<file path="src/source/mem_bus_pkg.sv">
package mem_bus_pkg;

    localparam int mem_words = 256;
    localparam int mem_addr_bits = $clog2(mem_words);

    // One access on the shared memory. addr is a word address.
    typedef struct packed {
        logic                     req;
        logic                     we;
        logic [3:0]               wmask;
        logic [mem_addr_bits-1:0] addr;
        logic [31:0]              wdata;
    } mem_req_t;

    typedef struct packed {
        logic        resp;   // One-cycle pulse.
        logic [31:0] rdata;
    } mem_rsp_t;

endpackage

</file>
<file path="src/source/fetch_unit.sv">
`timescale 1ns/1ps

module fetch_unit (
    input  logic                  clk,
    input  logic                  rst,
    input  logic                  fetch_en,
    input  logic [31:0]           fetch_start_pc,
    input  mem_bus_pkg::mem_rsp_t imem_rsp,
    output mem_bus_pkg::mem_req_t imem_req,
    output logic                  fetch_valid,
    output logic [31:0]           fetch_pc,
    output logic [31:0]           fetch_inst
);

    logic [31:0] pc;
    logic        pending;   // Request out, no response yet.

    always_comb begin
        imem_req.req   = pending;
        imem_req.we    = 1'b0;
        imem_req.wmask = 4'b0000;
        imem_req.addr  = pc[2 +: mem_bus_pkg::mem_addr_bits];
        imem_req.wdata = '0;
    end

    always_ff @(posedge clk) begin
        if (rst) begin
            pending     <= 1'b0;
            fetch_valid <= 1'b0;
        end else begin
            fetch_valid <= imem_rsp.resp;
            if (imem_rsp.resp) begin
                pending <= fetch_en; // Chain the next word.
            end else if (!pending) begin
                pending <= fetch_en;
            end
        end
        if (imem_rsp.resp) begin
            fetch_pc   <= pc;
            fetch_inst <= imem_rsp.rdata;
            pc         <= pc + 32'd4;
        end else if (!fetch_en && !pending) begin
            pc <= fetch_start_pc;
        end
    end

endmodule

</file>
<file path="config.mk">
export PLATFORM = sky130hd
export DESIGN_NAME = fetch_unit
export DESIGN_NICKNAME = d
export VERILOG_FILES = /design/src/source/mem_bus_pkg.sv /design/src/source/fetch_unit.sv
export SDC_FILE = /design/constraint.sdc
export NUM_CORES = 1
export LEC_CHECK = 0
export ABC_AREA = 0
export CORE_MARGIN = 4
export CORE_UTILIZATION = 40
export CTS_BUF_LIST = sky130_fd_sc_hd__clkbuf_16
export DETAILED_ROUTE_END_ITERATION = 10
export DONT_BUFFER_PORTS = 1
export PLACE_DENSITY = 0.54
export SYNTH_ARGS = -nofsm -noshare
export SYNTH_HDL_FRONTEND = slang
export SYNTH_SLANG_ARGS = --single-unit
</file>
<file path="constraint.sdc">
create_clock -name clk -period 5.4 [get_ports clk]
set_input_delay 0 -clock clk [delete_from_list [all_inputs] [get_ports clk]]
set_output_delay 0 -clock clk [all_outputs]
set_load 0.01 [all_outputs]
</file>
==> reports/metrics.yaml <==
outcome: "complete, no violations"
tightest_slew_ns: 0.583
nets: 441
start_util_pct: 41.1
wire_per_inst_um: 17.5
clk_pin_slew_ns: 0.06
postCtsResizedCells: 0
cts.sinks: 98
start_kind: "register"
num_antenna_cells: 0
gp_congestion: 0.717
leakagePower_nw: 1.77
syn_inst: 314
drc: 0
htreeDepth: 3
max_slew_margin_pct: 61.0
dieArea_mm2: 0.0123
seq_area_frac_synth_pct: 68.9
endpoint_kind: "register"
cap_violations: 0
overflow: 0
skew_ns: 0.00660
drtIter0Drc: 201
fin_cells: 510
grt_pass1_wl_mm: 13.7
rsz0062_at_grt: "false"
grt_use_total_pct: 14.1
vias_per_cell: 5.09
powerDensity_mw_per_mm2: 336
place_inst: 427
die_x_um: 111
period_needed_ns: 2.45
cts_tree: "yes"
synth_area_mm2: 0.00424
cp.required_ns: 5.57
period_share_pct: 45.4
hp-class: "in2reg"
die_y_um: 111
io_buffers: 0
rows: 37
synthTopCellsByArea: "edfxtp_1 68%, buf_4 8.1%, a31oi_1 2.7%, nor2_1 2.5%, or4_1 2.5%"
num_io_pins: 179
hold_viol: 0
async_reset_ff_share_pct: 0
synth_top_area_share_pct: 68.0
vias: 2594
ys_ff_latch: 98
worst-endpoint-arrival_ns: 2.62
synth_flop_cell: "edfxtp_1"
cts_inserted_buffers: 9
layout_commonest_cell: "edfxtp_1"
wl_mm: 8.92
synth_edf_count: 96
p_total_mw: 1.72
grt_max_degree: 122
drt-pass1-iter-count: 5
antenna_found_initial: 0
cp_max_fo: 16
layout_common_cells: "96 x edfxtp_1, 69 x dlygate4sd3_1, 37 x conb_1"
setup_tns_ns: 0
area_growth_pct: 21.2
synth.avg_cell_area_um2: 13.5
crit_type: "reg2reg"
first_global_vias: 2499
postCtsSetupBuffers: 0
yosysWarnings: 0
ant_nets: 0
drive_gt1_share_pct: 5.35
slew_violations: 0
core_area_mm2: 0.0103
max_clock_freq_mhz: 408
synth.largest_area_cell: "edfxtp_1"
ys_types: 33
clockRootBuffer: "clkbuf_16"
clock_path_buffers: 2
dp_hpwl_mm: 5.68
irDropWorstVdd_mv: 0.132
finalSetupViolCount: 0
clk_latency_ns: 0.34
[state kept, by name (all words and copies together), names as in the netlist]
| name | cells |
|---|---|
| fetch_inst | 32 |
| fetch_pc | 32 |
| fetch_valid | 1 |
| pc | 32 |
| pending | 1 |
[cells in the mapped netlist, types with 4 or more instances]
| cell | number |
|---|---|
| or4_1 | 14 |
| nor2_1 | 28 |
| clkbuf_1 | 12 |
| xor2_1 | 5 |
| nand2_1 | 11 |
| edfxtp_1 | 96 |
| inv_1 | 4 |
| o21ai_0 | 8 |
| a21oi_1 | 9 |
| nand4_1 | 9 |
| xnor2_1 | 4 |
| o31ai_1 | 12 |
| a31oi_1 | 18 |
| nand3_1 | 11 |
| or3_1 | 5 |
| buf_4 | 46 |
[cell families after synthesis]
kind of cell             synth area share (%)
flip-flops                               68.9
AND/OR/NAND/NOR                          11.2
buffers and inverters                    10.0
AO/OA/AOI/OAI                            7.00
XOR/XNOR                                 1.86
multiplexers                            0.531
adder cells (fa/ha/maj)                 0.295
other                                  0.0885
[metrics by stage]
| stage | cell area [um^2] | hold slack (ns) | util (%) | setup slack [ns] |
|---|---|---|---|---|
| after floorplan | 4370 | 0.0667 | - | 2.46 |
| after global placement | 4150 | 0.0677 | 40.2 | 3.01 |
| after detailed placement | 4150 | 0.0727 | 40.2 | 2.92 |
| after CTS | 5140 | 0.00935 | 49.8 | 2.90 |
| after global routing | 5140 | 0.0489 | 49.8 | 2.78 |
| final | 5140 | 0.0306 | 49.8 | 2.95 |
[cell type report]
cell class | instances | area [um^2]
sequential | 98 | 2920
clock inverter | 4 | 46.3
fill | 902 | 5180
inverter | 5 | 18.8
clock buffer | 9 | 225
multi-input combinational | 187 | 1030
timing repair buffer | 71 | 726
tap | 136 | 170
[routing by layer]
layer  wire, um  vias up  track usage (%)  part of all wire, %
met2       4210      140             21.7                   47
met1       3760     1224             17.8                   42
li1           -     1217                -                    -
met3        766       13             5.08                  8.6
met5          0        -                0                    0
met4        188        0             6.32                  2.1
[final timing paths]
| kind | depth (start not counted) | from | to | slack (ns) |
|---|---|---|---|---|
| hold reg to reg | 0 | pc[0] | fetch_pc[0] | 0.43 |
| setup reg to reg | 4 | pc[5] | pc[28] | 2.95 |
| hold / removal | 3 | imem_rsp[32] | pc[27] | 0.03 |
| setup / recovery | 4 | pc[5] | pc[28] | 2.95 |
[report_power, final]
part	internal [mW]	switching, mW	total [mW]
sequential	0.917	0.0738	0.991
combinational	0.0636	0.0711	0.135
clock	0.348	0.250	0.599
total	1.33	0.395	1.72
[worst max-delay path, stage by stage, from the launching register on]
cell and delay, ns:
edfxtp_1 0.55, nand4_1 0.21, or4_1 0.79, or4_1 0.54
a31oi_1 0.19
[repair_timing]
| item | in CTS | in global routing |
|---|---|---|
| hold endpoints to repair | 132 | 0 |
| setup endpoints to repair | 0 | 0 |
| hold buffers | 70 | 0 |
Power figures use the tool's default switching activity.
