**src/source/mem_bus_pkg.sv**
```systemverilog
package mem_bus_pkg;

    localparam int mem_words = 256;
    localparam int mem_addr_bits = $clog2(mem_words);

    // One access on the shared memory. addr is a word address.
    typedef struct packed {
        logic                     req;
        logic                     we;
        logic [3:0]               wmask;
        logic [mem_addr_bits-1:0] addr;
        logic [31:0]              wdata;
    } mem_req_t;

    typedef struct packed {
        logic        resp;   // One-cycle pulse.
        logic [31:0] rdata;
    } mem_rsp_t;

endpackage

```
**src/source/mem_arbiter.sv**
```systemverilog
`timescale 1ns/1ps

module mem_arbiter (
    input  logic                  clk,
    input  logic                  rst,
    input  mem_bus_pkg::mem_req_t dmem_req,
    input  mem_bus_pkg::mem_req_t imem_req,
    input  mem_bus_pkg::mem_rsp_t mem_rsp,
    output mem_bus_pkg::mem_req_t mem_req,
    output mem_bus_pkg::mem_rsp_t dmem_rsp,
    output mem_bus_pkg::mem_rsp_t imem_rsp
);

    logic busy;      // Response due this cycle.
    logic owner_d;   // Data port owns the access in flight.
    logic grant_d;
    logic grant_i;

    always_comb begin
        grant_d = dmem_req.req && !busy;
        grant_i = imem_req.req && !dmem_req.req && !busy;
        mem_req = '0;
        if (grant_d) begin
            mem_req = dmem_req;
        end else if (grant_i) begin
            mem_req = imem_req;
        end
    end

    always_comb begin
        dmem_rsp.resp  = mem_rsp.resp && owner_d;
        dmem_rsp.rdata = mem_rsp.rdata;
        imem_rsp.resp  = mem_rsp.resp && !owner_d;
        imem_rsp.rdata = mem_rsp.rdata;
    end

    always_ff @(posedge clk) begin
        if (rst) begin
            busy    <= 1'b0;
            owner_d <= 1'b0;
        end else begin
            busy <= grant_d || grant_i;
            if (grant_d || grant_i) begin
                owner_d <= grant_d;
            end
        end
    end

endmodule

```
**config.mk**
```make
export PLATFORM = sky130hd
export DESIGN_NAME = mem_arbiter
export DESIGN_NICKNAME = d
export VERILOG_FILES = /design/src/source/mem_bus_pkg.sv /design/src/source/mem_arbiter.sv
export SDC_FILE = /design/constraint.sdc
export NUM_CORES = 1
export LEC_CHECK = 0
export ABC_AREA = 0
export BUFFER_PORTS_ARGS = -buffer_cell sky130_fd_sc_hd__buf_2
export CELL_PAD_IN_SITES_DETAIL_PLACEMENT = 0
export CELL_PAD_IN_SITES_GLOBAL_PLACEMENT = 1
export CORE_ASPECT_RATIO = 2
export CORE_MARGIN = 2
export CORE_UTILIZATION = 12
export CTS_CLUSTER_DIAMETER = 30
export CTS_CLUSTER_SIZE = 28
export DETAILED_ROUTE_END_ITERATION = 8
export PLACE_DENSITY_LB_ADDON = 0.1
export SETUP_SLACK_MARGIN = 0.4
export SKIP_LAST_GASP = 1
export SLEW_MARGIN = 40
export SYNTH_ARGS = -nofsm -noshare
export SYNTH_HDL_FRONTEND = slang
export SYNTH_SLANG_ARGS = --single-unit
```
**constraint.sdc**
```tcl
create_clock -name clk -period 1.1 [get_ports clk]
set_input_delay 0.22 -clock clk [delete_from_list [all_inputs] [get_ports clk]]
set_output_delay 0.22 -clock clk [all_outputs]
set_load 0.005 [all_outputs]
```
==> results.py <==
metrics = {
    "placed_design": {
        "place_ws_ns": -0.1607,
        "place_hpwl_um": 4520,
        "gp_congestion": 0.7313,
        "port_buffers": 142,
    },
    "synthesis": {
        "seq_area_frac_synth_pct": 3.540,
        "synth_nets": 263,
        "ys_ff_latch": 2,
        "syn_area_sq_um": 1131,
        "ys_types": 13,
        "yosysWarnings": 0,
        "avgSynthCellArea_sq_um": 8.317,
        "syn-instance-count": 136,
    },
    "drt": {
        "drt-wirelength-per-cell_um": 17.39,
        "vias": 1367,
        "via_per_inst": 4.326,
        "detail-route-antenna-nets": 0,
        "drtIter0Drc": 41,
        "drc": 0,
        "dr.pass1.iters": 5,
        "wirelength_um": 5494,
    },
    "hold_path": {
        "worstHoldStart": "rst",
        "hp-class": "in2reg",
        "holdPathEnd": "busy",
        "min_path_cells": 2,
    },
    "pwr": {
        "peakVddDrop_mv": 1.455,
        "power_w": 0.001307,
        "leakage_nw": 0.8544,
        "power_density_nw_per_um2": 801.7,
    },
    "clock_tree": {
        "clk_pin_slew_ns": 0.03,
        "clock_latency_ns": 0.22,
        "cts.path.max_buffers": 2,
        "ctsResizeCount": 1,
        "cts_tree": "yes",
        "cts_hold_buffers": 0,
        "htreeDepth": 1,
        "cts_setup_buffers": 0,
        "clkSinkCount": 2,
        "root_buffer": "clkbuf_16",
        "cts_buffers": 3,
    },
    "finish": {
        "final_cell_mix": "buf_2, a32o_1, buf_12",
        "seq_area_sq_um": 42.54,
        "multi_input_area_sq_um": 531.8,
        "fillers": 1080,
        "final_layout_size_suffix_gt1_share_pct": 75.47,
        "diodes": 0,
        "final_nets": 341,
        "final_util_pct": 17.61,
        "syn_to_final_growth_pct": 44.14,
        "final_common_cell": "buf_2",
    },
    "global_route": {
        "first_global_vias": 1490,
        "grt_use_total_pct": 9.738,
        "grt_max_degree": 36,
        "antenna_found_initial": 0,
        "grt_overflow_total": 0,
        "grt_pass1_wl_um": 7610,
    },
    "worst_setup_path": {
        "r2r_end": "owner_d",
        "reg2reg_depth": 3,
        "required_ns": 0.88,
        "end_kind": "output pin",
        "crit_path_start_kind": "register",
        "path_max_fanout": 25,
        "rrSetupSlack_ns": 0.15,
        "r2r_start": "busy",
        "crit_type": "reg2out",
        "cp.arrival_ns": 1.23,
    },
    "sta": {
        "setup_violations": 46,
        "max_slew_margin_pct": 88.24,
        "min_period_ns": 1.447,
        "fin_crit_sh_pct": 131.6,
        "skew_ns": 0.002130,
        "hold_slack_ns": 0.1904,
        "fmax_mhz": 690.8,
        "finalHoldViolCount": 0,
        "drv_slew": 0,
        "layout_setup_ws_ns": -0.3475,
        "fin_setup_tns_ns": -14.29,
        "worst_pin_slew_ns": 0.1765,
        "rsz0062_at_grt": "yes",
    },
    "floorplan": {
        "initial_core_util_pct": 12.22,
        "core-area_sq_um": 9259,
        "io_pins": 239,
        "num_rows": 50,
        "die_area_sq_um": 10270,
        "die_h_um": 141.3,
        "die_x_um": 72.65,
    },
    "outcome": {
        "outcome": "finished, violations left",
        "violations": "setup timing",
    },
    "job": {
        "drv_cap": 0,
    },
}
[how the worst max path moves through the flow]
| stage | from | to | depth (start not counted) |
|---|---|---|---|
| finish | busy | mem_req[29] | 4 |
| global route | busy | mem_req[12] | 4 |
| CTS | busy | mem_req[12] | 4 |
| detailed placement | dmem_req[45] | mem_req[12] | 5 |
| global placement | dmem_req[45] | mem_req[32] | 5 |
| floorplan | busy | mem_req[10] | 4 |
[area by class of cell]
class	count	share of cell area, %
repair buffers	151	51.96
well taps	104	7.982
clock buffers	3	4.605
multi-input cells	55	32.62
inverters	1	0.2302
flip-flops and latches	2	2.609
[per-layer routing]
| metal | vias up | global-route usage, % | wire [um] |
|---|---|---|---|
| li1 | 619 | - | - |
| met1 | 606 | 8.222 | 1571 |
| met2 | 120 | 20.53 | 3135 |
| met3 | 22 | 2.131 | 653 |
| met4 | 0 | 3.411 | 133 |
| met5 | - | 0 | 0 |
[cells in the mapped netlist, drive strengths merged]
master	count	area [sq um]
buf	78	578.1
inv	1	3.750
nor2	3	13.77
nor3	1	5.000
nor2b	3	18.77
and2	1	6.260
nand2b	1	6.260
a32o	45	450.4
dfxtp	2	40.04
a22o	1	8.760
[stage by stage]
| stage | std cells | area, sq um |
|---|---|---|
| 3_3_place_gp | 313 | 1545 |
| 3_5_place_dp | 313 | 1545 |
| 2_1_floorplan | 136 | 1157 |
| 5_1_grt | 316 | 1630 |
| 6_report | 316 | 1630 |
| 4_1_cts | 316 | 1622 |
[kinds of logic after synthesis]
kind of cell,after synthesis,share of synthesized area (%)
AO/OA/AOI/OAI,46,40.60
buffers and inverters,79,51.44
flip-flops,2,3.540
AND/OR/NAND/NOR,9,4.426
[registers in the layout, indices dropped and copies added (netlist names)]
name and count:
busy 1, owner_d 1
[worst max-delay path, cell delays in order, from the launching register on]
cell and delay, ns:
dfxtp_2 0.34, nor2_4 0.15, buf_12 0.19, a32o_1 0.20
buf_2 0.12
[where the power goes]
part / switching, W / leakage (nW) / internal (W)
logic: 0.000296 / 0.800 / 0.000385
registers: 0.00000732 / 0.0172 / 0.0000809
clock network: 0.0000757 / 0.0370 / 0.000462
total: 0.000379 / 0.854 / 0.000928
Note: power is estimated with default switching activity, not from simulation.
