$ cat src/source/rv32i_types.sv
package rv32i_types;

    localparam logic [6:0] br_opcode = 7'b1100011; // Conditional branch.

    typedef enum logic [2:0] {
        lb_mem,
        lbu_mem,
        lh_mem,
        lhu_mem,
        lw_mem
    } load_ops_t;

    // Source of the value written to rd.
    typedef enum logic [3:0] {
        alu_out_wb,
        br_en_wb,
        u_imm_wb,
        lw_wb,
        lb_wb,
        lbu_wb,
        lh_wb,
        lhu_wb,
        pc_plus4_wb
    } regf_m_sel_t;

    typedef struct packed {
        logic       mem_read;
        logic       mem_write;
        load_ops_t  load_ops;
    } mem_signal_t;

    typedef struct packed {
        logic        regf_we;
        regf_m_sel_t regf_m_sel;
    } wb_signal_t;

    typedef struct packed {
        logic        valid;
        logic [31:0] inst;
        logic [31:0] pc;
        mem_signal_t mem_signal;
        wb_signal_t  wb_signal;
        logic [31:0] alu_out;   // Also the data address.
        logic [31:0] br_en;
        logic [31:0] u_imm;
        logic [4:0]  rd_s;
        logic [31:0] rs2_v;     // Store data, already in its lanes.
        logic [3:0]  mem_wmask;
    } ex_mem_t;

    typedef struct packed {
        logic        valid;
        logic [31:0] inst;
        logic [31:0] pc;
        mem_signal_t mem_signal;
        wb_signal_t  wb_signal;
        logic [31:0] alu_out;
        logic [31:0] br_en;
        logic [31:0] u_imm;
        logic [4:0]  rd_s;
        logic [31:0] mem_addr;
        logic [31:0] dmem_rdata; // Full response word.
    } mem_wb_t;

    typedef struct packed {
        logic        valid;
        logic [4:0]  rd_s;
        logic [31:0] rd_v;
        logic        regf_we;
    } commit_t;

endpackage

$ cat src/source/regfile.sv
`timescale 1ns/1ps

module regfile (
    input  logic                 clk,
    input  logic                 rst,
    input  rv32i_types::commit_t commit,
    input  logic [4:0]           rs1_s,
    input  logic [4:0]           rs2_s,
    output logic [31:0]          rs1_v,
    output logic [31:0]          rs2_v
);

    logic [31:0] regs [32];

    always_ff @(posedge clk) begin
        if (rst) begin
            for (int i = 0; i < 32; i++) begin
                regs[i] <= '0;
            end
        end else if (commit.valid && commit.regf_we && (commit.rd_s != 5'd0)) begin
            regs[commit.rd_s] <= commit.rd_v;
        end
    end

    // No bypass of a same-cycle write.
    always_comb begin
        rs1_v = (rs1_s == 5'd0) ? 32'd0 : regs[rs1_s];
        rs2_v = (rs2_s == 5'd0) ? 32'd0 : regs[rs2_s];
    end

endmodule

$ cat config.mk
export PLATFORM = sky130hd
export DESIGN_NAME = regfile
export DESIGN_NICKNAME = d
export VERILOG_FILES = /design/src/source/rv32i_types.sv /design/src/source/regfile.sv
export SDC_FILE = /design/constraint.sdc
export NUM_CORES = 2
export LEC_CHECK = 0
export BUFFER_PORTS_ARGS = -buffer_cell sky130_fd_sc_hd__clkbuf_2
export CORE_UTILIZATION = 25
export CTS_CLUSTER_DIAMETER = 200
export DETAILED_ROUTE_END_ITERATION = 10
export HOLD_SLACK_MARGIN = 0.05
export SYNTH_ARGS = -nofsm -noshare
export SYNTH_HDL_FRONTEND = slang
export SYNTH_SLANG_ARGS = --single-unit
$ cat constraint.sdc
create_clock -name clk -period 2.9 [get_ports clk]
set_input_delay 0.435 -clock clk [delete_from_list [all_inputs] [get_ports clk]]
set_output_delay 0.435 -clock clk [all_outputs]
set_load 0.01 [all_outputs]
==> reports/results.txt <==
Status = finished with violations
Failing checks = negative setup slack
Vias per cell = 5.107
Syn avg cell area = 15.41 µm²
Wl on met1 = 76.27 mm
Synth Register Bits = 1,024
IO Pins = 115
Async S/R FF share, synth = 0%
Registers with the most flip-flops = regs (1024)
Min Tclk post-route = 3.186 ns
Share of cells above drive strength 1 = 37.63%
Met3 wire length = 14.06 mm
WP buf/inv = 2
Routed Antenna Nets = 0
Area Growth Syn to Fin = 23.97%
IO buf count = 114
Die Y-Extent = 467.8 µm
Synth area leaders = edfxtp_1 (57%), mux4_2 (19%), and2_1 (11%)
Die outline area = 0.2189 mm²
Final setup margin = -0.2857 ns
CTS tree = done
Core ar. = 0.2150 mm²
Initial Utilization = 25.23%
Max reg flops = 1,024
Synthesized cell area = 0.05425 mm²
Largest net degree at the start of global routing = 64
Highest routed layer = met5
1st-pass router iterations = 7
Worst-case vdd ir drop = 534.5 µV
Per-cell routed wire length = 27.95 µm
DP Wirelength = 127.3 mm
Crit path capture type = output pin
YS warnings = 0
Most common cell in the netlist = edfxtp_1
Initial DRC count = 4,115
Final GP Congestion = 0.8957
Post-Synth Adder-Cell Area = 0%
Slowest CP cell = mux4_2
Final Util = 31.27%
Lkg Pwr = 23.18 nW
Hold Fails Final Rpt = 0
Synth Flop Type = edfxtp_1
Xor and xnor area share after synthesis = 0%
Most used cell, CP = mux4_2
Number of synthesized flops with an enable pin = 1,024
CP Cell Sequence = mux4_2 -> mux4_2 -> o22ai_4 -> nor3_2 -> buf_4 -> clkbuf_2
Global-route wire length before repair = 265.8 mm
Setup WS pre-CTS = -0.5927 ns
Setup violators final = 57
RSZ-0062 raised after global routing = true
GRT Util Overall = 17.02%
Multiplexer share of the synthesized area = 22.89%
Clock Path Buffers = 3
CTS root buf = clkbuf_16
Main combinational cell family by area after synthesis = multiplexers
Number of max-slew violations in the final report = 0
Pwr per Cell Area = 553.3 mW/mm²
CTS H-tree lvls = 3
Data required, critical path = 2.47 ns
WHS = 0.4032 ns
Placed Instance Area = 0.06156 mm²
Synth top area share = 56.69%
Via count = 34,570
Total CTS buffers = 103
Post-route clock period utilization = 109.9%
Simple-gate share of the synthesized area = 13.36%
Top fanout value on the critical path = 2
Worst slew margin = 25.89%
GRT overflow = 0
CP peak stage delay = 0.60 ns
Largest area contributor in the netlist = edfxtp_1
Complex-gate fraction of the synthesized area = 3.757%
Worst-Margin Slew = 1.112 ns
Critical path's top delay family = multiplexers
Setup TNS = -5.504 ns
DRC Markers = 0
Synth unique cells = 41
Nets = 3,891
Setup Crit Path Kind = reg2out
Worst setup SP type = flop
Synth cell count leaders = edfxtp_1 (1,024), and2_1 (995), mux4_2 (465)
Sequential share of the synthesized area = 56.69%
Sink Count = 1,024
Max cap viols = 0
F_max = 313.9 MHz
Fill cells = 20,910
Worst Hold Class = in2reg
Top reg by flops = regs
Final wirelength = 189.2 mm
FP Rows = 170
CP arrival = 2.75 ns
CTS clk-pin slew, worst paths = 0.06 ns
Design area = 0.06725 mm²
Cells after Synth = 3,520
Die Width = 467.8 µm
Vias in the first global route = 35,340
Initial antenna violation count = 22
Met2 WL = 91.68 mm
[kinds of logic after synthesis]
logic type | count (synthesis)
simple gates | 1183
flops | 1024
mux | 655
buf+inv | 390
compound gates | 267
other cells | 1
[cell usage in the layout, fill, tap and decap left out, drive strengths merged, types with 6 or more instances in the layout]
master,count
edfxtp,1024
and2,995
buf,471
mux4,465
clkbuf,223
mux2i,156
o22ai,81
nor3,65
a22o,53
clkinv,39
a211oi,37
mux2,34
or2,33
a2111oi,33
conb,32
o221ai,29
nor2,27
bufinv,21
nor2b,17
a22oi,16
nand2,11
a21oi,9
nand2b,8
nand3b,7
nand3,7
diode,6
[path summary, 6_finish.rpt]
kind | start | cells past startpoint | slack [ns] | to
setup / recovery | regs[31][11]$_SDFFCE_PN0P_ | 6 | -0.29 | rs1_v[11]
hold / removal | commit[31] | 2 | 0.40 | regs[19][30]$_SDFFCE_PN0P_
[layout make-up]
| class | count | area [µm²] | share of cell area [%] |
|---|---|---|---|
| Timing Repair Buffer | 573 | 5539 | 8.237 |
| Sequential cell | 1024 | 30750 | 45.73 |
| Multi-Input combinational cell | 2137 | 23830 | 35.44 |
| Clock inverter | 68 | 867.1 | 1.289 |
| Inverter | 1 | 3.754 | 0.005582 |
| Tap cell | 2838 | 3551 | 5.280 |
| Clock buffer | 122 | 2691 | 4.002 |
| Antenna cell | 6 | 15.01 | 0.02233 |
[repair_timing]
item                                    in CTS  in global routing
setup buffers                               29                  9
endpoints found under the setup margin      64                 63
hold buffers                                 0                  0
cloned                                       2                  1
resized for setup                          307                 37
pin swaps                                  112                 17
[metrics by stage]
stage | std cells | power, mW
detailed placement | 6557 | 22.55
global placement | 6557 | 22.48
floorplan | 3551 | 20.22
finish | 6769 | 37.21
global route | 6765 | 38.18
CTS | 6756 | 37.31
[power by group]
| group | switching, mW | total (mW) | internal [mW] |
|---|---|---|---|
| Clock | 5.97 | 14.4 | 8.47 |
| Sequential | 0.432 | 17.5 | 17.1 |
| Combinational | 2.84 | 5.28 | 2.43 |
| Total | 9.24 | 37.2 | 28.0 |
[routing by layer]
layer | global-route usage, % | vias to the layer above
met5 | 0 | -
met4 | 5.961 | 8
li1 | - | 14290
met1 | 22.48 | 18250
met2 | 28.29 | 1699
met3 | 2.602 | 322
Power figures use the tool's default switching activity.
