`src/source/rv32i_types.sv`:
```
package rv32i_types;

    localparam logic [6:0] br_opcode = 7'b1100011; // Conditional branch.

    typedef enum logic [2:0] {
        lb_mem,
        lbu_mem,
        lh_mem,
        lhu_mem,
        lw_mem
    } load_ops_t;

    // Source of the value written to rd.
    typedef enum logic [3:0] {
        alu_out_wb,
        br_en_wb,
        u_imm_wb,
        lw_wb,
        lb_wb,
        lbu_wb,
        lh_wb,
        lhu_wb,
        pc_plus4_wb
    } regf_m_sel_t;

    typedef struct packed {
        logic       mem_read;
        logic       mem_write;
        load_ops_t  load_ops;
    } mem_signal_t;

    typedef struct packed {
        logic        regf_we;
        regf_m_sel_t regf_m_sel;
    } wb_signal_t;

    typedef struct packed {
        logic        valid;
        logic [31:0] inst;
        logic [31:0] pc;
        mem_signal_t mem_signal;
        wb_signal_t  wb_signal;
        logic [31:0] alu_out;   // Also the data address.
        logic [31:0] br_en;
        logic [31:0] u_imm;
        logic [4:0]  rd_s;
        logic [31:0] rs2_v;     // Store data, already in its lanes.
        logic [3:0]  mem_wmask;
    } ex_mem_t;

    typedef struct packed {
        logic        valid;
        logic [31:0] inst;
        logic [31:0] pc;
        mem_signal_t mem_signal;
        wb_signal_t  wb_signal;
        logic [31:0] alu_out;
        logic [31:0] br_en;
        logic [31:0] u_imm;
        logic [4:0]  rd_s;
        logic [31:0] mem_addr;
        logic [31:0] dmem_rdata; // Full response word.
    } mem_wb_t;

    typedef struct packed {
        logic        valid;
        logic [4:0]  rd_s;
        logic [31:0] rd_v;
        logic        regf_we;
    } commit_t;

endpackage

```
`src/source/wb_stage.sv`:
```
`timescale 1ns/1ps

module wb_stage (
    input  rv32i_types::mem_wb_t mem_wb,
    output rv32i_types::commit_t commit
);

    logic [7:0]  byte_lane;
    logic [15:0] half_lane;
    logic [31:0] load_v;
    logic [31:0] rd_v;
    logic [4:0]  rd_s;

    // Lane picked by the low address bits.
    always_comb begin
        byte_lane = mem_wb.dmem_rdata[8 * mem_wb.mem_addr[1:0] +: 8];
        half_lane = mem_wb.dmem_rdata[16 * mem_wb.mem_addr[1] +: 16];
    end

    always_comb begin
        case (mem_wb.mem_signal.load_ops)
            rv32i_types::lb_mem:  load_v = {{24{byte_lane[7]}}, byte_lane};
            rv32i_types::lbu_mem: load_v = {24'd0, byte_lane};
            rv32i_types::lh_mem:  load_v = {{16{half_lane[15]}}, half_lane};
            rv32i_types::lhu_mem: load_v = {16'd0, half_lane};
            default:              load_v = mem_wb.dmem_rdata;
        endcase
    end

    always_comb begin
        case (mem_wb.wb_signal.regf_m_sel)
            rv32i_types::alu_out_wb:  rd_v = mem_wb.alu_out;
            rv32i_types::br_en_wb:    rd_v = mem_wb.br_en;
            rv32i_types::u_imm_wb:    rd_v = mem_wb.u_imm;
            rv32i_types::lw_wb,
            rv32i_types::lb_wb,
            rv32i_types::lbu_wb,
            rv32i_types::lh_wb,
            rv32i_types::lhu_wb:      rd_v = load_v;
            rv32i_types::pc_plus4_wb: rd_v = mem_wb.pc + 32'd4;
            default:                  rd_v = '0;
        endcase
    end

    // Stores and branches have no destination.
    always_comb begin
        rd_s = mem_wb.rd_s;
        if (mem_wb.mem_signal.mem_write) begin
            rd_s = '0;
        end
        if (mem_wb.inst[6:0] == rv32i_types::br_opcode) begin
            rd_s = '0;
        end
    end

    always_comb begin
        commit.valid   = mem_wb.valid;
        commit.rd_s    = rd_s;
        commit.rd_v    = rd_v;
        commit.regf_we = mem_wb.wb_signal.regf_we;
    end

endmodule

```
`config.mk`:
```
export PLATFORM = sky130hd
export DESIGN_NAME = wb_stage
export DESIGN_NICKNAME = d
export VERILOG_FILES = /design/src/source/rv32i_types.sv /design/src/source/wb_stage.sv
export SDC_FILE = /design/constraint.sdc
export NUM_CORES = 1
export LEC_CHECK = 0
export ABC_AREA = 0
export BUFFER_PORTS_ARGS = -buffer_cell sky130_fd_sc_hd__buf_2
export CELL_PAD_IN_SITES_DETAIL_PLACEMENT = 1
export CELL_PAD_IN_SITES_GLOBAL_PLACEMENT = 1
export CORE_ASPECT_RATIO = 1.5
export CORE_UTILIZATION = 19
export DETAILED_ROUTE_END_ITERATION = 8
export PLACE_DENSITY_LB_ADDON = 0.1
export SETUP_SLACK_MARGIN = 0.1
export SYNTH_ARGS = -nofsm -noshare
export SYNTH_HDL_FRONTEND = slang
export SYNTH_SLANG_ARGS = --single-unit
```
`constraint.sdc`:
```
create_clock -name vclk -period 2.34
set_input_delay 0.468 -clock vclk [all_inputs]
set_output_delay 0.468 -clock vclk [all_outputs]
set_load 0.05 [all_outputs]
```
==> results.ini <==
[sta]
fmax_mhz=404.1
setup_viol=23
min_period_ns=2.474
rsz0062_at_grt=true
worst_pin_slew_ns=0.3612
min_period_over_period_pct=105.7
maxSlewViolCount=0
hold_viol_final=0
worst_slew_margin_rel_pct=75.66
setup_slack_ns=-0.1344

[worst_setup_path]
worst-setup-path-type=in2out
critPathMaxStageDelay_ns=0.24
cp.required_ns=1.87
crit_slowest_cell=nor4_4
crit_path_max_fanout=7
cp.arrival_ns=2.01
cp_common_cell=buf_6
cp-end-kind=output port
start_kind=input pin
crit_path_cell_trace=buf_6 > nand4_1 > buf_6 > nor4_4 > buf_6 > buf_6 > nand4_1 > xor2_1 > o211ai_1 > buf_4

[outcome]
violations=setup timing
outcome=complete, but fails checks

[yosys]
yosysWarnings=0
ys_seq_area_share_pct=0
synthDistinctLibCells=43
netlist_top_cells_count=nand2_1 (46), mux2i_1 (32), o21ai_0 (28), nor2_1 (22), a22oi_1 (19)
syn_avg_cell_area_um2=6.515
synth.most_common_cell=nand2_1
synth_nets=603
netlist_area_um2=2359
netlist_instances=362
synth_area_leader_cell=mux2i_1
yosys-top-cells-area=mux2i_1 (14%), nand2_1 (7.3%), xor2_1 (6.3%), a22oi_1 (6.0%), o21ai_0 (5.9%)
synth_top_area_share_pct=13.58

[die]
start_util_pct=19.63
num_rows=49
core_um2=12020
num_io_pins=279
dieArea_um2=12870
die_y_um=138.5
die_x_um=92.97

[power]
pwr-share-clk_pct=0
p_sw_uw=683.6
p_per_area_nw_per_um2=220.5
comb_power_share_pct=100.0
p_int_uw=548.3
ir_drop_mv=0.09327
power_leakage_nw=2.531
sw_frac_of_total_pct=55.49
pwr-share-seq_pct=0

[route]
drc_errors=0
first_pass_iters=4
wl_per_cell_um=18.79
wl_um=15240
drt_iter0_drc=82
vias=3972
vias_per_cell=4.898
antenna_left=0

[final_layout]
flops_and_latches=0
nFillCells=1500
multi_input_area_um2=2984
drive_above_1_share_pct=67.07
fin_cells=811
fin_area_um2=5587
nNetsFinal=899
regArea_um2=0
clkbuf_count=0
area_delta_synth_final_pct=136.9

[grt]
grt_pass1_vias=4230
grt_pass1_wl_um=22480
grt_max_degree=22
overflow=0
grt_usage_pct=22.41
antenna_found_initial=1

[placed_design]
dp_hpwl_um=12270
post-place-cells=784
placed_area_um2=4446
port_buffers=219
routabilityCongestion=0.8417

[job]
drv_cap=0

[cts]
postCtsHoldBufs=0

[worst_hold_path]
whs_path_depth=0
hold_class=in2out

==> repair_timing <==
action                     CTS  global route
setup buffers               12            12
pin swaps                   42            28
setup endpoints to repair   32            32
resized for setup          137            72
gates cloned                 2             2
==> worst paths after layout <==
check   startpoint         end  slack, ns
min    mem_wb[169]   commit[0]       0.94
max    mem_wb[191]  commit[26]      -0.13
==> metal layers <==
metal	routed length, um	track usage [%]
met3	876	2.255
met4	388	5.020
met5	0	0
met1	5591	23.86
met2	8381	45.39
==> through the flow <==
step           hold slack (ns)  power (mW)  setup slack [ns]  TNS (ns)  util, %
2_1_floorplan            1.103      0.5792           -0.3160    -3.877        -
3_3_place_gp            0.9366      0.9960           -0.2909    -5.179    37.00
3_5_place_dp            0.9366       1.007           -0.3149    -5.707    37.00
4_1_cts                 0.9366       1.152           -0.1260    -1.780    42.71
5_1_grt                 0.9361       1.305           -0.2123    -3.048    46.45
6_report                0.9360       1.232           -0.1344    -1.520    46.49
==> logic make-up after synthesis <==
logic type / Yosys count / share of synthesized area, %
muxes: 41 / 18.36
xor gates and xnor gates: 28 / 10.40
AOI/OAI and AO/OA: 119 / 33.79
and+or+nand+nor: 124 / 27.59
adders and majority gates: 1 / 0.5304
buffers and inverters: 49 / 9.337
==> power groups by stage <==
stage | clock network [mW] | registers, mW | logic (mW)
2_1_floorplan | 0 | 0 | 0.579
3_3_place_gp | 0 | 0 | 0.996
3_5_place_dp | 0 | 0 | 1.01
4_1_cts | 0 | 0 | 1.15
5_1_grt | 0 | 0 | 1.31
6_report | 0.000000114 | 0 | 1.23
==> layout by cell type, fill, tap and decap left out, drive strengths merged <==
cell type,instances
nand2b,4
nand3b,1
a31oi,8
mux4,1
nor4bb,1
xnor2,11
diode,2
a21oi,18
o21ai,34
nand2,46
ha,1
a221oi,8
clkbuf,1
nor2b,3
nor3,2
o31a,1
a2111oi,1
nor2,22
buf,323
or2,3
xor2,17
nor4b,1
mux2i,32
a22oi,19
o221ai,14
or3,1
and3,6
o211ai,16
mux2,8
and2,6
nand4,9
and4,3
inv,17
or4,2
nand3,11
nor4,5
==> area by class of cell <==
type                       instances  share of cell area, %
multi-input combinational        315                  53.42
tap                              153                  3.427
antenna                            2                0.08959
timing repair buffer             324                  41.93
inverter                          17                  1.142
==> critical path: cells and delay by family <==
kind                      cells  cell delay (ns)
AOI/OAI and AO/OA             1             0.16
and+or+nand+nor               3             0.43
xor gates and xnor gates      1             0.19
buffers and inverters         5             0.75
No activity file was read; power rests on OpenSTA's default activity.
