<file path="config.mk">
export PLATFORM = sky130hd
export DESIGN_NAME = mem_stage
export DESIGN_NICKNAME = d
export VERILOG_FILES = /design/src/source/rv32i_types.sv /design/src/source/mem_bus_pkg.sv /design/src/source/mem_stage.sv
export SDC_FILE = /design/constraint.sdc
export NUM_CORES = 1
export LEC_CHECK = 0
export BUFFER_PORTS_ARGS = -buffer_cell sky130_fd_sc_hd__buf_2
export CORE_AREA = 2 2 209 211
export CTS_CLUSTER_SIZE = 12
export DETAILED_ROUTE_END_ITERATION = 16
export DIE_AREA = 0 0 211 213
export PLACE_DENSITY = 0.5
export SYNTH_ARGS = -nofsm -noshare
export SYNTH_HDL_FRONTEND = slang
export SYNTH_SLANG_ARGS = --single-unit
</file>
<file path="constraint.sdc">
create_clock -name clk -period 7.05 [get_ports clk]
set_input_delay 0.3525 -clock clk [delete_from_list [all_inputs] [get_ports clk]]
set_output_delay 0.3525 -clock clk [all_outputs]
set_load 0.02 [all_outputs]
</file>
<file path="src/source/rv32i_types.sv">
package rv32i_types;

    localparam logic [6:0] br_opcode = 7'b1100011; // Conditional branch.

    typedef enum logic [2:0] {
        lb_mem,
        lbu_mem,
        lh_mem,
        lhu_mem,
        lw_mem
    } load_ops_t;

    // Source of the value written to rd.
    typedef enum logic [3:0] {
        alu_out_wb,
        br_en_wb,
        u_imm_wb,
        lw_wb,
        lb_wb,
        lbu_wb,
        lh_wb,
        lhu_wb,
        pc_plus4_wb
    } regf_m_sel_t;

    typedef struct packed {
        logic       mem_read;
        logic       mem_write;
        load_ops_t  load_ops;
    } mem_signal_t;

    typedef struct packed {
        logic        regf_we;
        regf_m_sel_t regf_m_sel;
    } wb_signal_t;

    typedef struct packed {
        logic        valid;
        logic [31:0] inst;
        logic [31:0] pc;
        mem_signal_t mem_signal;
        wb_signal_t  wb_signal;
        logic [31:0] alu_out;   // Also the data address.
        logic [31:0] br_en;
        logic [31:0] u_imm;
        logic [4:0]  rd_s;
        logic [31:0] rs2_v;     // Store data, already in its lanes.
        logic [3:0]  mem_wmask;
    } ex_mem_t;

    typedef struct packed {
        logic        valid;
        logic [31:0] inst;
        logic [31:0] pc;
        mem_signal_t mem_signal;
        wb_signal_t  wb_signal;
        logic [31:0] alu_out;
        logic [31:0] br_en;
        logic [31:0] u_imm;
        logic [4:0]  rd_s;
        logic [31:0] mem_addr;
        logic [31:0] dmem_rdata; // Full response word.
    } mem_wb_t;

    typedef struct packed {
        logic        valid;
        logic [4:0]  rd_s;
        logic [31:0] rd_v;
        logic        regf_we;
    } commit_t;

endpackage

</file>
<file path="src/source/mem_bus_pkg.sv">
package mem_bus_pkg;

    localparam int mem_words = 256;
    localparam int mem_addr_bits = $clog2(mem_words);

    // One access on the shared memory. addr is a word address.
    typedef struct packed {
        logic                     req;
        logic                     we;
        logic [3:0]               wmask;
        logic [mem_addr_bits-1:0] addr;
        logic [31:0]              wdata;
    } mem_req_t;

    typedef struct packed {
        logic        resp;   // One-cycle pulse.
        logic [31:0] rdata;
    } mem_rsp_t;

endpackage

</file>
<file path="src/source/mem_stage.sv">
`timescale 1ns/1ps

module mem_stage (
    input  logic                 clk,
    input  logic                 rst,
    input  rv32i_types::ex_mem_t ex_mem,
    input  mem_bus_pkg::mem_rsp_t dmem_rsp,
    output mem_bus_pkg::mem_req_t dmem_req,
    output logic                 stall,
    output rv32i_types::mem_wb_t mem_wb
);

    logic mem_op;

    // Hold the record upstream until the response shows up.
    always_comb begin
        mem_op = ex_mem.valid &&
                 (ex_mem.mem_signal.mem_read || ex_mem.mem_signal.mem_write);
        stall = mem_op && !dmem_rsp.resp;
    end

    always_comb begin
        dmem_req.req   = mem_op;
        dmem_req.we    = ex_mem.mem_signal.mem_write;
        dmem_req.wmask = ex_mem.mem_signal.mem_write ? ex_mem.mem_wmask : 4'b0000;
        dmem_req.addr  = ex_mem.alu_out[2 +: mem_bus_pkg::mem_addr_bits];
        dmem_req.wdata = ex_mem.rs2_v;
    end

    always_ff @(posedge clk) begin
        if (rst) begin
            mem_wb.valid <= 1'b0;
        end else begin
            mem_wb.valid <= ex_mem.valid && !stall; // Bubble while waiting.
        end
        if (!stall) begin
            mem_wb.inst       <= ex_mem.inst;
            mem_wb.pc         <= ex_mem.pc;
            mem_wb.mem_signal <= ex_mem.mem_signal;
            mem_wb.wb_signal  <= ex_mem.wb_signal;
            mem_wb.alu_out    <= ex_mem.alu_out;
            mem_wb.br_en      <= ex_mem.br_en;
            mem_wb.u_imm      <= ex_mem.u_imm;
            mem_wb.rd_s       <= ex_mem.rd_s;
            mem_wb.mem_addr   <= ex_mem.alu_out;
            mem_wb.dmem_rdata <= dmem_rsp.rdata;
        end
    end

endmodule

</file>
==> results of run 1 <==
==> per-stage QoR <==
stage / instance area [um2] / std cells / hold WS [ns]
2_1_floorplan: 6860 / 292 / 0.451
3_3_place_gp: 9360 / 1234 / 0.529
5_1_grt: 12100 / 1474 / 0.00177
4_1_cts: 12100 / 1473 / 0.000499
3_5_place_dp: 9360 / 1234 / 0.531
6_report: 12100 / 1475 / 0.0307
==> area by class of cell <==
type,instances,area (um2)
fillers,4280,30600
flip-flops and latches,208,6240
repair buffers,668,4350
well taps,546,683
clock buffers,28,637
clock inverters,14,148
multi-input cells,9,67.6
inverters,1,3.75
diodes,1,2.50
==> worst max-delay path by stage <==
| stage | from | slack (ns) | end |
|---|---|---|---|
| CTS | ex_mem[146] | 4.51 | mem_wb[13] |
| global route | ex_mem[146] | 4.28 | mem_wb[235] |
| detailed placement | ex_mem[145] | 4.42 | mem_wb[112] |
| floorplan | ex_mem[145] | 1.41 | mem_wb[0] |
| global placement | ex_mem[145] | 4.48 | mem_wb[79] |
| finish | ex_mem[146] | 4.42 | mem_wb[235] |
==> power breakdown <==
part	switching [mW]	internal [mW]	leakage (nW)
clock	0.498	0.752	0.388
combinational	0.294	0.204	2.73
sequential	0.0412	1.49	2.14
total	0.833	2.45	5.25
==> cell families (layout without fill, tap and decap cells) <==
group | Yosys count | after routing
DFF | 208 | 208
buffers and inverters | 75 | 711
and+or+nand+nor | 7 | 7
AOI/OAI and AO/OA | 2 | 2
other | 0 | 1
==> layer usage <==
metal,share of wire [%],up-vias
met3,9.8,38
met4,2.8,0
li1,-,2277
met5,0,-
met1,37,2314
met2,51,327
==> Yosys cell counts (all sizes together) <==
cell / number
buf: 74
edfxtp: 207
dfxtp: 1
nor2: 1
or2: 1
and3b: 1
and2: 4
inv: 1
o21bai: 1
o21ai: 1
==> what timing repair did <==
| item | 4_1_cts | 5_1_grt |
|---|---|---|
| hold buffers | 197 | 1 |
| endpoints found under the hold margin | 197 | 1 |
| setup buffers | 0 | 0 |
==> impl_metrics.json, run 1 <==
{
  "largest_reg_flops": 208,
  "met2_usage_pct": 16.5,
  "hold_class": "in2reg",
  "final_cell_mix": "buf_2, edfxtp_1, dlygate4sd3_1",
  "yosys.area_share.adder_pct": 0,
  "grt_usage_pct": 9.02,
  "path_clk_slew_ns": 0.06,
  "ys_seq_elements": 208,
  "synth.avg_cell_area_um2": 23.5,
  "use_met1_pct": 9.22,
  "grt_pass1_wl_mm": 30.3,
  "die_x_um": 211,
  "root_buffer": "clkbuf_16",
  "regMostFlops": "mem_wb",
  "yosys-mux-area-fraction_pct": 0,
  "powerDensity_nw_per_um2": 271,
  "cp.depth": 5,
  "final_max_slew_viol_count": 0,
  "crit_chain": "dlygate4sd3_1, buf_2, o21ai_2, or2_4, buf_12",
  "p_leak_nw": 5.25,
  "std_cell_rows": 76,
  "top_usage_layer": "met2",
  "ant_nets": 0,
  "die_y_um": 213,
  "synth_nets": 539,
  "critPathArrivalTime_ns": 2.77,
  "cts_buffers": 25,
  "synth.distinct_cells": 10,
  "max-vdd-ir-drop_v": 0.000172,
  "synthTopCellsByArea": "edfxtp_1, buf_4, and2_2, dfxtp_1, and3b_1",
  "synth.largest_area_cell": "edfxtp_1",
  "vias": 4956,
  "timing.fmax_mhz": 381,
  "maxCapViolations": 0,
  "max_stage_delay_ns": 0.71,
  "crit_path_start_kind": "input port",
  "cp_max_fo": 145,
  "hp-start": "dmem_rsp[3]",
  "worst_pin_slew_ns": 0.969,
  "crit_family": "buffers and inverters",
  "dp_slack_ns": 4.42,
  "final_core_util_pct": 28.4,
  "setup_viol": 0,
  "synth_xor_area_share_pct": 0,
  "met3_usage_pct": 3.84,
  "hold_path_end": "mem_wb[3]",
  "synth_top_family_by_area": "buffers and inverters",
  "pin_count": 534,
  "layout_setup_ws_ns": 4.42,
  "syn_inst": 292,
  "grt_overflow": 0,
  "path_class": "in2reg",
  "min_path_cells": 1,
  "start_util_pct": 16.1,
  "ctsHtreeMaxLevel": 1,
  "hold_viol": 0,
  "grt_pass1_vias": 5214,
  "core-area_um2": 42700,
  "setup_tns_ns": 0,
  "synth_compound_area_share_pct": 0.237,
  "hpwl_mm": 15.4,
  "syn2layout_area_growth_pct": 76.8,
  "layout_commonest_cell": "buf_2",
  "synth_top_cell_area_share_pct": 90.6,
  "cts-resized-gates": 0,
  "cts_tree": "built",
  "drt_iter0_markers": 171,
  "firstDrtPassIters": 4,
  "antenna_found_initial": 2,
  "required_ns": 7.19,
  "reg_top3": "mem_wb x208",
  "rsz0062_at_grt": "no",
  "cp-end-kind": "register",
  "drive_gt1_share_pct": 55.1,
  "cts_sinks": 208,
  "slew_headroom_pct": 35.4,
  "yosys_warnings": 0,
  "worstPathBufferInverterCount": 3,
  "grt_max_degree": 146,
  "gp_congestion": 0.794,
  "yosys.area_share.simple_pct": 0.711,
  "period_share_pct": 37.3,
  "routed_wl_mm": 21.9,
  "wl_per_cell_um": 14.8,
  "vias_per_cell": 3.36,
  "syn_area_um2": 6860,
  "cts.path.max_buffers": 3,
  "status": "completed",
  "die_area_um2": 44900,
  "slowest_stage": "or2_4",
  "numPortBuffers": 469,
  "drc_errors": 0,
  "fin_crit_ns": 2.63,
  "layout.nets": 1160,
  "yosysSeqAreaShare_pct": 90.9,
  "power_mw": 3.28
}
Power figures use the tool's default switching activity.
==> inputs of run 2 (changes only) <==
--- a/config.mk
+++ b/config.mk
@@ -10,7 +10,7 @@
 export CTS_CLUSTER_SIZE = 12
 export DETAILED_ROUTE_END_ITERATION = 16
 export DIE_AREA = 0 0 211 213
-export PLACE_DENSITY = 0.5
+export PLACE_DENSITY = 0.52
 export SYNTH_ARGS = -nofsm -noshare
 export SYNTH_HDL_FRONTEND = slang
 export SYNTH_SLANG_ARGS = --single-unit
==> constraint.sdc (replaced) <==
create_clock -name clk -period 2.1 [get_ports clk]
set_input_delay 0.105 -clock clk [delete_from_list [all_inputs] [get_ports clk]]
set_output_delay 0.105 -clock clk [all_outputs]
set_load 0.02 [all_outputs]
==> run 2 against run 1 <==
Via count increased by 1.5%. Combinational power grew to 3.5 times the previous value. Sequential power grew to 3.4 times the previous value. Non-clock buffer count rose by 20. Worst setup slack lost 3.9 ns. Global-route usage increased by 0.56 points. Clock power grew to 3.3 times the previous value.
==> impl_metrics.json, run 2 (synthesis results as in run 1) <==
{
  "status": "completed",
  "numPortBuffers": 469,
  "vias": 5028,
  "max-vdd-ir-drop_v": 0.000858,
  "max_stage_delay_ns": 0.54,
  "power.share.combinational_pct": 15.8,
  "hpwl_mm": 16.2,
  "reg_top3": "mem_wb x208",
  "top_usage_layer": "met2",
  "ctsHtreeMaxLevel": 1,
  "dp_cells": 1243,
  "drive_gt1_share_pct": 54.7,
  "core-area_um2": 42700,
  "layout_setup_ws_ns": 0.559,
  "grt_overflow": 0,
  "vias_per_cell": 3.37,
  "slew_headroom_pct": 77.4,
  "cts-resized-gates": 0,
  "drt_iter0_markers": 238,
  "antenna_found_initial": 1,
  "ant_nets": 0,
  "cts.path.max_buffers": 3,
  "use_met1_pct": 9.63,
  "hp-start": "dmem_rsp[32]",
  "cts_tree": "built",
  "syn2layout_area_growth_pct": 79.7,
  "hold_class": "in2reg",
  "routed_wl_mm": 23.2,
  "layout_commonest_cell": "buf_2",
  "grt_max_degree": 57,
  "min_path_cells": 3,
  "p_int_mw": 8.13,
  "critPathArrivalTime_ns": 1.73,
  "grt_pass1_wl_mm": 31.9,
  "p_leak_nw": 5.33,
  "fin_hold_ws_ns": 0.156,
  "powerDensity_nw_per_um2": 889,
  "antennaDiodeCount": 0,
  "period_share_pct": 73.4,
  "instances_no_fill": 1494,
  "rsz0062_at_grt": "no",
  "die_area_um2": 44900,
  "crit_top_cell": "buf_12",
  "dpl_cell_area_um2": 9470,
  "met3_usage_pct": 4.40,
  "final_max_slew_viol_count": 0,
  "layout.nets": 1180,
  "root_buffer": "clkbuf_16",
  "cts_buffers": 25,
  "grt_usage_pct": 9.58,
  "cp_max_fo": 56,
  "path_clk_slew_ns": 0.06,
  "switchingPower_mw": 2.84,
  "final_area_um2": 12300,
  "gp_congestion": 0.771,
  "final_cell_mix": "buf_2, dlygate4sd3_1, edfxtp_1",
  "cts_sinks": 208,
  "largest_reg_flops": 208,
  "regMostFlops": "mem_wb",
  "wl_per_cell_um": 15.5,
  "crit_path_start_kind": "input port",
  "pin_count": 534,
  "crit_chain": "dlygate4sd3_1, buf_2, o21ai_4, or2_4, buf_12, buf_12",
  "hold_viol": 0,
  "pwr-share-clk_pct": 37.4,
  "final_core_util_pct": 28.9,
  "std_cell_rows": 76,
  "firstDrtPassIters": 4,
  "die_y_um": 213,
  "worst_pin_slew_ns": 0.338,
  "dp_slack_ns": 0.604,
  "path_class": "in2reg",
  "fin_crit_ns": 1.54,
  "slowest_stage": "dlygate4sd3_1",
  "die_x_um": 211,
  "maxCapViolations": 0,
  "start_util_pct": 16.1,
  "grt_pass1_vias": 5428,
  "timing.fmax_mhz": 649,
  "swShare_pct": 25.9,
  "required_ns": 2.29,
  "setup_viol": 0,
  "met2_usage_pct": 17.0,
  "drc_errors": 0,
  "cp-end-kind": "register",
  "hold_path_end": "mem_wb[179]",
  "seqPwrFrac_pct": 46.8
}
==> run 2: cell count changes in the layout (fill, tap and decap cells not counted) <==
cell / previous run / this run
o21ai_4: 0 / 1
clkinvlp_4: 0 / 3
dlygate4sd3_1: 198 / 209
clkinv_1: 4 / 6
buf_12: 1 / 4
clkinv_2: 5 / 2
buf_4: 0 / 6
diode_2: 1 / 0
clkbuf_1: 3 / 2
bufinv_16: 3 / 2
o21ai_2: 1 / 0
==> run 2: critical path: cells and delay by family <==
| kind | cells | cell delay (ns) |
|---|---|---|
| buffers and inverters | 4 | 1.16 |
| AOI/OAI and AO/OA | 1 | 0.17 |
| and+or+nand+nor | 1 | 0.18 |
==> run 2: final cells by class <==
class                   count  area (um2)
well taps                 546         683
clock inverters            15         133
repair buffers            688        4560
flip-flops and latches    208        6240
clock buffers              27         633
inverters                   1        3.75
multi-input cells           9        75.1
fillers                  4273       30400
==> run 2: how the worst max path moves through the flow <==
| stage | cells past startpoint | from | endpoint | slack (ns) |
|---|---|---|---|---|
| after floorplan | 2 | ex_mem[145] | mem_wb[0] | -0.12 |
| after CTS | 6 | ex_mem[145] | mem_wb[211] | 0.63 |
| after global placement | 5 | ex_mem[145] | mem_wb[89] | 0.62 |
| after global routing | 6 | ex_mem[145] | mem_wb[36] | 0.55 |
| final | 6 | ex_mem[145] | mem_wb[36] | 0.56 |
| after detailed placement | 5 | ex_mem[145] | mem_wb[89] | 0.60 |
==> run 2: per-stage QoR <==
step                      TNS [ns]  total power, mW
final                            0             11.0
after floorplan             -24.08             6.07
after CTS                        0             11.2
after global routing             0             11.4
after detailed placement         0             6.65
after global placement           0             6.65
==> run 2: power by group through the flow <==
stage | Clock, mW | Combinational (mW) | Sequential, mW
finish | 4.10 | 1.73 | 5.13
global route | 4.44 | 1.84 | 5.17
floorplan | 0 | 0.346 | 5.73
detailed placement | 0 | 1.44 | 5.22
global placement | 0 | 1.44 | 5.21
CTS | 4.28 | 1.75 | 5.14
==> run 2: what timing repair did <==
| action | CTS | global route |
|---|---|---|
| hold buffers | 209 | 0 |
| hold endpoints to repair | 208 | 0 |
| buffers inserted | 0 | 0 |
==> run 2: per-layer routing <==
| layer | part of all wire (%) | up-vias | wire (um) |
|---|---|---|---|
| met4 | 4.0 | 0 | 928 |
| met2 | 51 | 314 | 11800 |
| met3 | 11 | 49 | 2500 |
| met5 | 0 | - | 0 |
| met1 | 35 | 2344 | 8030 |
| li1 | - | 2321 | - |
==> inputs of run 3 (changes only) <==
--- a/config.mk
+++ b/config.mk
@@ -5,12 +5,13 @@
 export SDC_FILE = /design/constraint.sdc
 export NUM_CORES = 1
 export LEC_CHECK = 0
+export ABC_AREA = 1
 export BUFFER_PORTS_ARGS = -buffer_cell sky130_fd_sc_hd__buf_2
 export CORE_AREA = 2 2 209 211
 export CTS_CLUSTER_SIZE = 12
 export DETAILED_ROUTE_END_ITERATION = 16
 export DIE_AREA = 0 0 211 213
-export PLACE_DENSITY = 0.52
+export PLACE_DENSITY = 0.5
 export SYNTH_ARGS = -nofsm -noshare
 export SYNTH_HDL_FRONTEND = slang
 export SYNTH_SLANG_ARGS = --single-unit
==> constraint.sdc (replaced) <==
create_clock -name clk -period 1.6 [get_ports clk]
set_input_delay 0.08 -clock clk [delete_from_list [all_inputs] [get_ports clk]]
set_output_delay 0.08 -clock clk [all_outputs]
set_load 0.02 [all_outputs]
==> run 3 against run 2 <==
Synthesized cell count increased by 3.4%. Sequential share of layout area decreased by 0.41 points. Worst setup slack got worse by 0.19 ns. First-iteration DRC count decreased by 32%. Wire length decreased by 2.0%. Via count increased by 2.8%. Global-route usage decreased by 0.36 points. Flip-flop and latch count unchanged.
==> impl_metrics.json, run 3 <==
{
  "status": "completed",
  "path_class": "reg2out",
  "drive_gt1_share_pct": 54.2,
  "final_core_util_pct": 29.1,
  "cts.path.max_buffers": 3,
  "hpwl_mm": 16.6,
  "required_ns": 1.52,
  "instances_no_fill": 1513,
  "fill_cells": 4241,
  "largest_reg_flops": 208,
  "final_max_slew_viol_count": 0,
  "crit_family": "flip-flops",
  "numPortBuffers": 469,
  "die_y_um": 213,
  "synth.largest_area_cell": "edfxtp_1",
  "cts_buffers": 24,
  "yosysMostFrequentCell": "edfxtp_1",
  "synthArstFlopShare_pct": 0,
  "syn2layout_area_growth_pct": 80.8,
  "cp_max_fo": 2,
  "start_util_pct": 16.1,
  "syn_area_um2": 6880,
  "gp_congestion": 0.790,
  "grt_max_degree": 32,
  "crit_path_start_kind": "register",
  "synth.distinct_cells": 9,
  "p_leak_nw": 5.44,
  "layout_commonest_cell": "buf_2",
  "antennaDiodeCount": 0,
  "grt_pass1_vias": 5467,
  "pin_count": 534,
  "firstDrtPassIters": 4,
  "die_area_um2": 44900,
  "drc_errors": 0,
  "dpl_cell_area_um2": 9580,
  "cts_tree": "built",
  "grt_pass1_wl_mm": 31.0,
  "reg_top3": "mem_wb x208",
  "power_mw": 14.3,
  "timing.fmax_mhz": 812,
  "final_area_um2": 12400,
  "synth.avg_cell_area_um2": 22.8,
  "antenna_found_initial": 0,
  "max-vdd-ir-drop_v": 0.000667,
  "grt_usage_pct": 9.21,
  "slowest_stage": "edfxtp_1",
  "synth_edf_count": 207,
  "yosys_warnings": 0,
  "routed_wl_mm": 22.7,
  "hold_buffers": 209,
  "yosysSeqAreaShare_pct": 90.7,
  "regMostFlops": "mem_wb",
  "cts-resized-gates": 0,
  "layout_setup_ws_ns": 0.369,
  "ctsHtreeMaxLevel": 1,
  "root_buffer": "clkbuf_16",
  "path_clk_slew_ns": 0.06,
  "core-area_um2": 42700,
  "final_cell_mix": "buf_2, dlygate4sd3_1, edfxtp_1",
  "hold_class": "in2reg",
  "cts_sinks": 208,
  "vias": 5169,
  "maxCapViolations": 0,
  "dp_slack_ns": 0.333,
  "cp-end-kind": "primary output",
  "synth_top_cell_area_share_pct": 90.4,
  "fin_crit_ns": 1.23,
  "powerDensity_nw_per_um2": 1150,
  "ys.flop_type": "edfxtp_1",
  "setup_viol": 0,
  "die_x_um": 211,
  "crit_chain": "buf_2",
  "vias_per_cell": 3.42,
  "drt_iter0_markers": 161,
  "slew_headroom_pct": 83.8,
  "worstPathBufferInverterCount": 1,
  "cts_setup_buffers": 0,
  "grt_overflow": 0,
  "ant_nets": 0,
  "syn_inst": 302,
  "dp_cells": 1262,
  "hold_viol": 0,
  "max_stage_delay_ns": 0.44,
  "layout.nets": 1198,
  "rsz0062_at_grt": "no",
  "worst_pin_slew_ns": 0.242,
  "synthTopCellsByArea": "edfxtp_1, buf_4, inv_1, dfxtp_1, nand2_1",
  "synth_nets": 549,
  "synth_commonest_cells": "edfxtp_1, buf_4, inv_1",
  "std_cell_rows": 76,
  "critPathArrivalTime_ns": 1.15,
  "wl_per_cell_um": 15.0,
  "ys_seq_elements": 208,
  "period_share_pct": 76.9
}
## run 3: layout make-up
class / count / area [um2] / share of cell area [%]
tap: 546 / 683 / 5.50
multi-input combinational: 9 / 55.1 / 0.443
inverter: 11 / 56.3 / 0.453
clock inverter: 13 / 113 / 0.906
clock buffer: 29 / 641 / 5.15
timing repair buffer: 697 / 4640 / 37.4
sequential: 208 / 6240 / 50.2
## run 3: metrics by stage
| step | TNS (ns) | hold slack (ns) |
|---|---|---|
| 2_1_floorplan | -197.07 | 0.179 |
| 3_3_place_gp | 0 | 0.160 |
| 3_5_place_dp | 0 | 0.160 |
| 4_1_cts | 0 | 0.0781 |
| 5_1_grt | 0 | 0.113 |
| 6_report | 0 | 0.108 |
## run 3: path summary, 6_finish.rpt
check                        from           to  slack (ns)  cells past startpoint
worst max-delay path   mem_wb[54]  mem_wb[155]        0.37                      1
worst min-delay path  ex_mem[211]  mem_wb[173]        0.11                      3
## run 3: per-layer routing
metal  up-vias  GRT usage (%)  routed length, um
met2       311           16.8              11700
met5         -              0                  0
li1       2358              -                  -
met4         0           4.15                682
met3        45           2.74               1950
met1      2455           9.79               8370
## run 3: kinds of logic (layout without fill, tap and decap cells)
kind of cell / after synthesis / count (layout) / synth area share [%]
buffers and inverters: 85 / 750 / 8.68
AND/OR/NAND/NOR: 9 / 9 / 0.619
flip-flops: 208 / 208 / 90.7
## run 3: power by group
| part | internal (mW) | switching (mW) |
|---|---|---|
| Clock | 3.15 | 2.08 |
| Combinational | 0.959 | 1.33 |
| Sequential | 6.57 | 0.172 |
| Total | 10.7 | 3.58 |
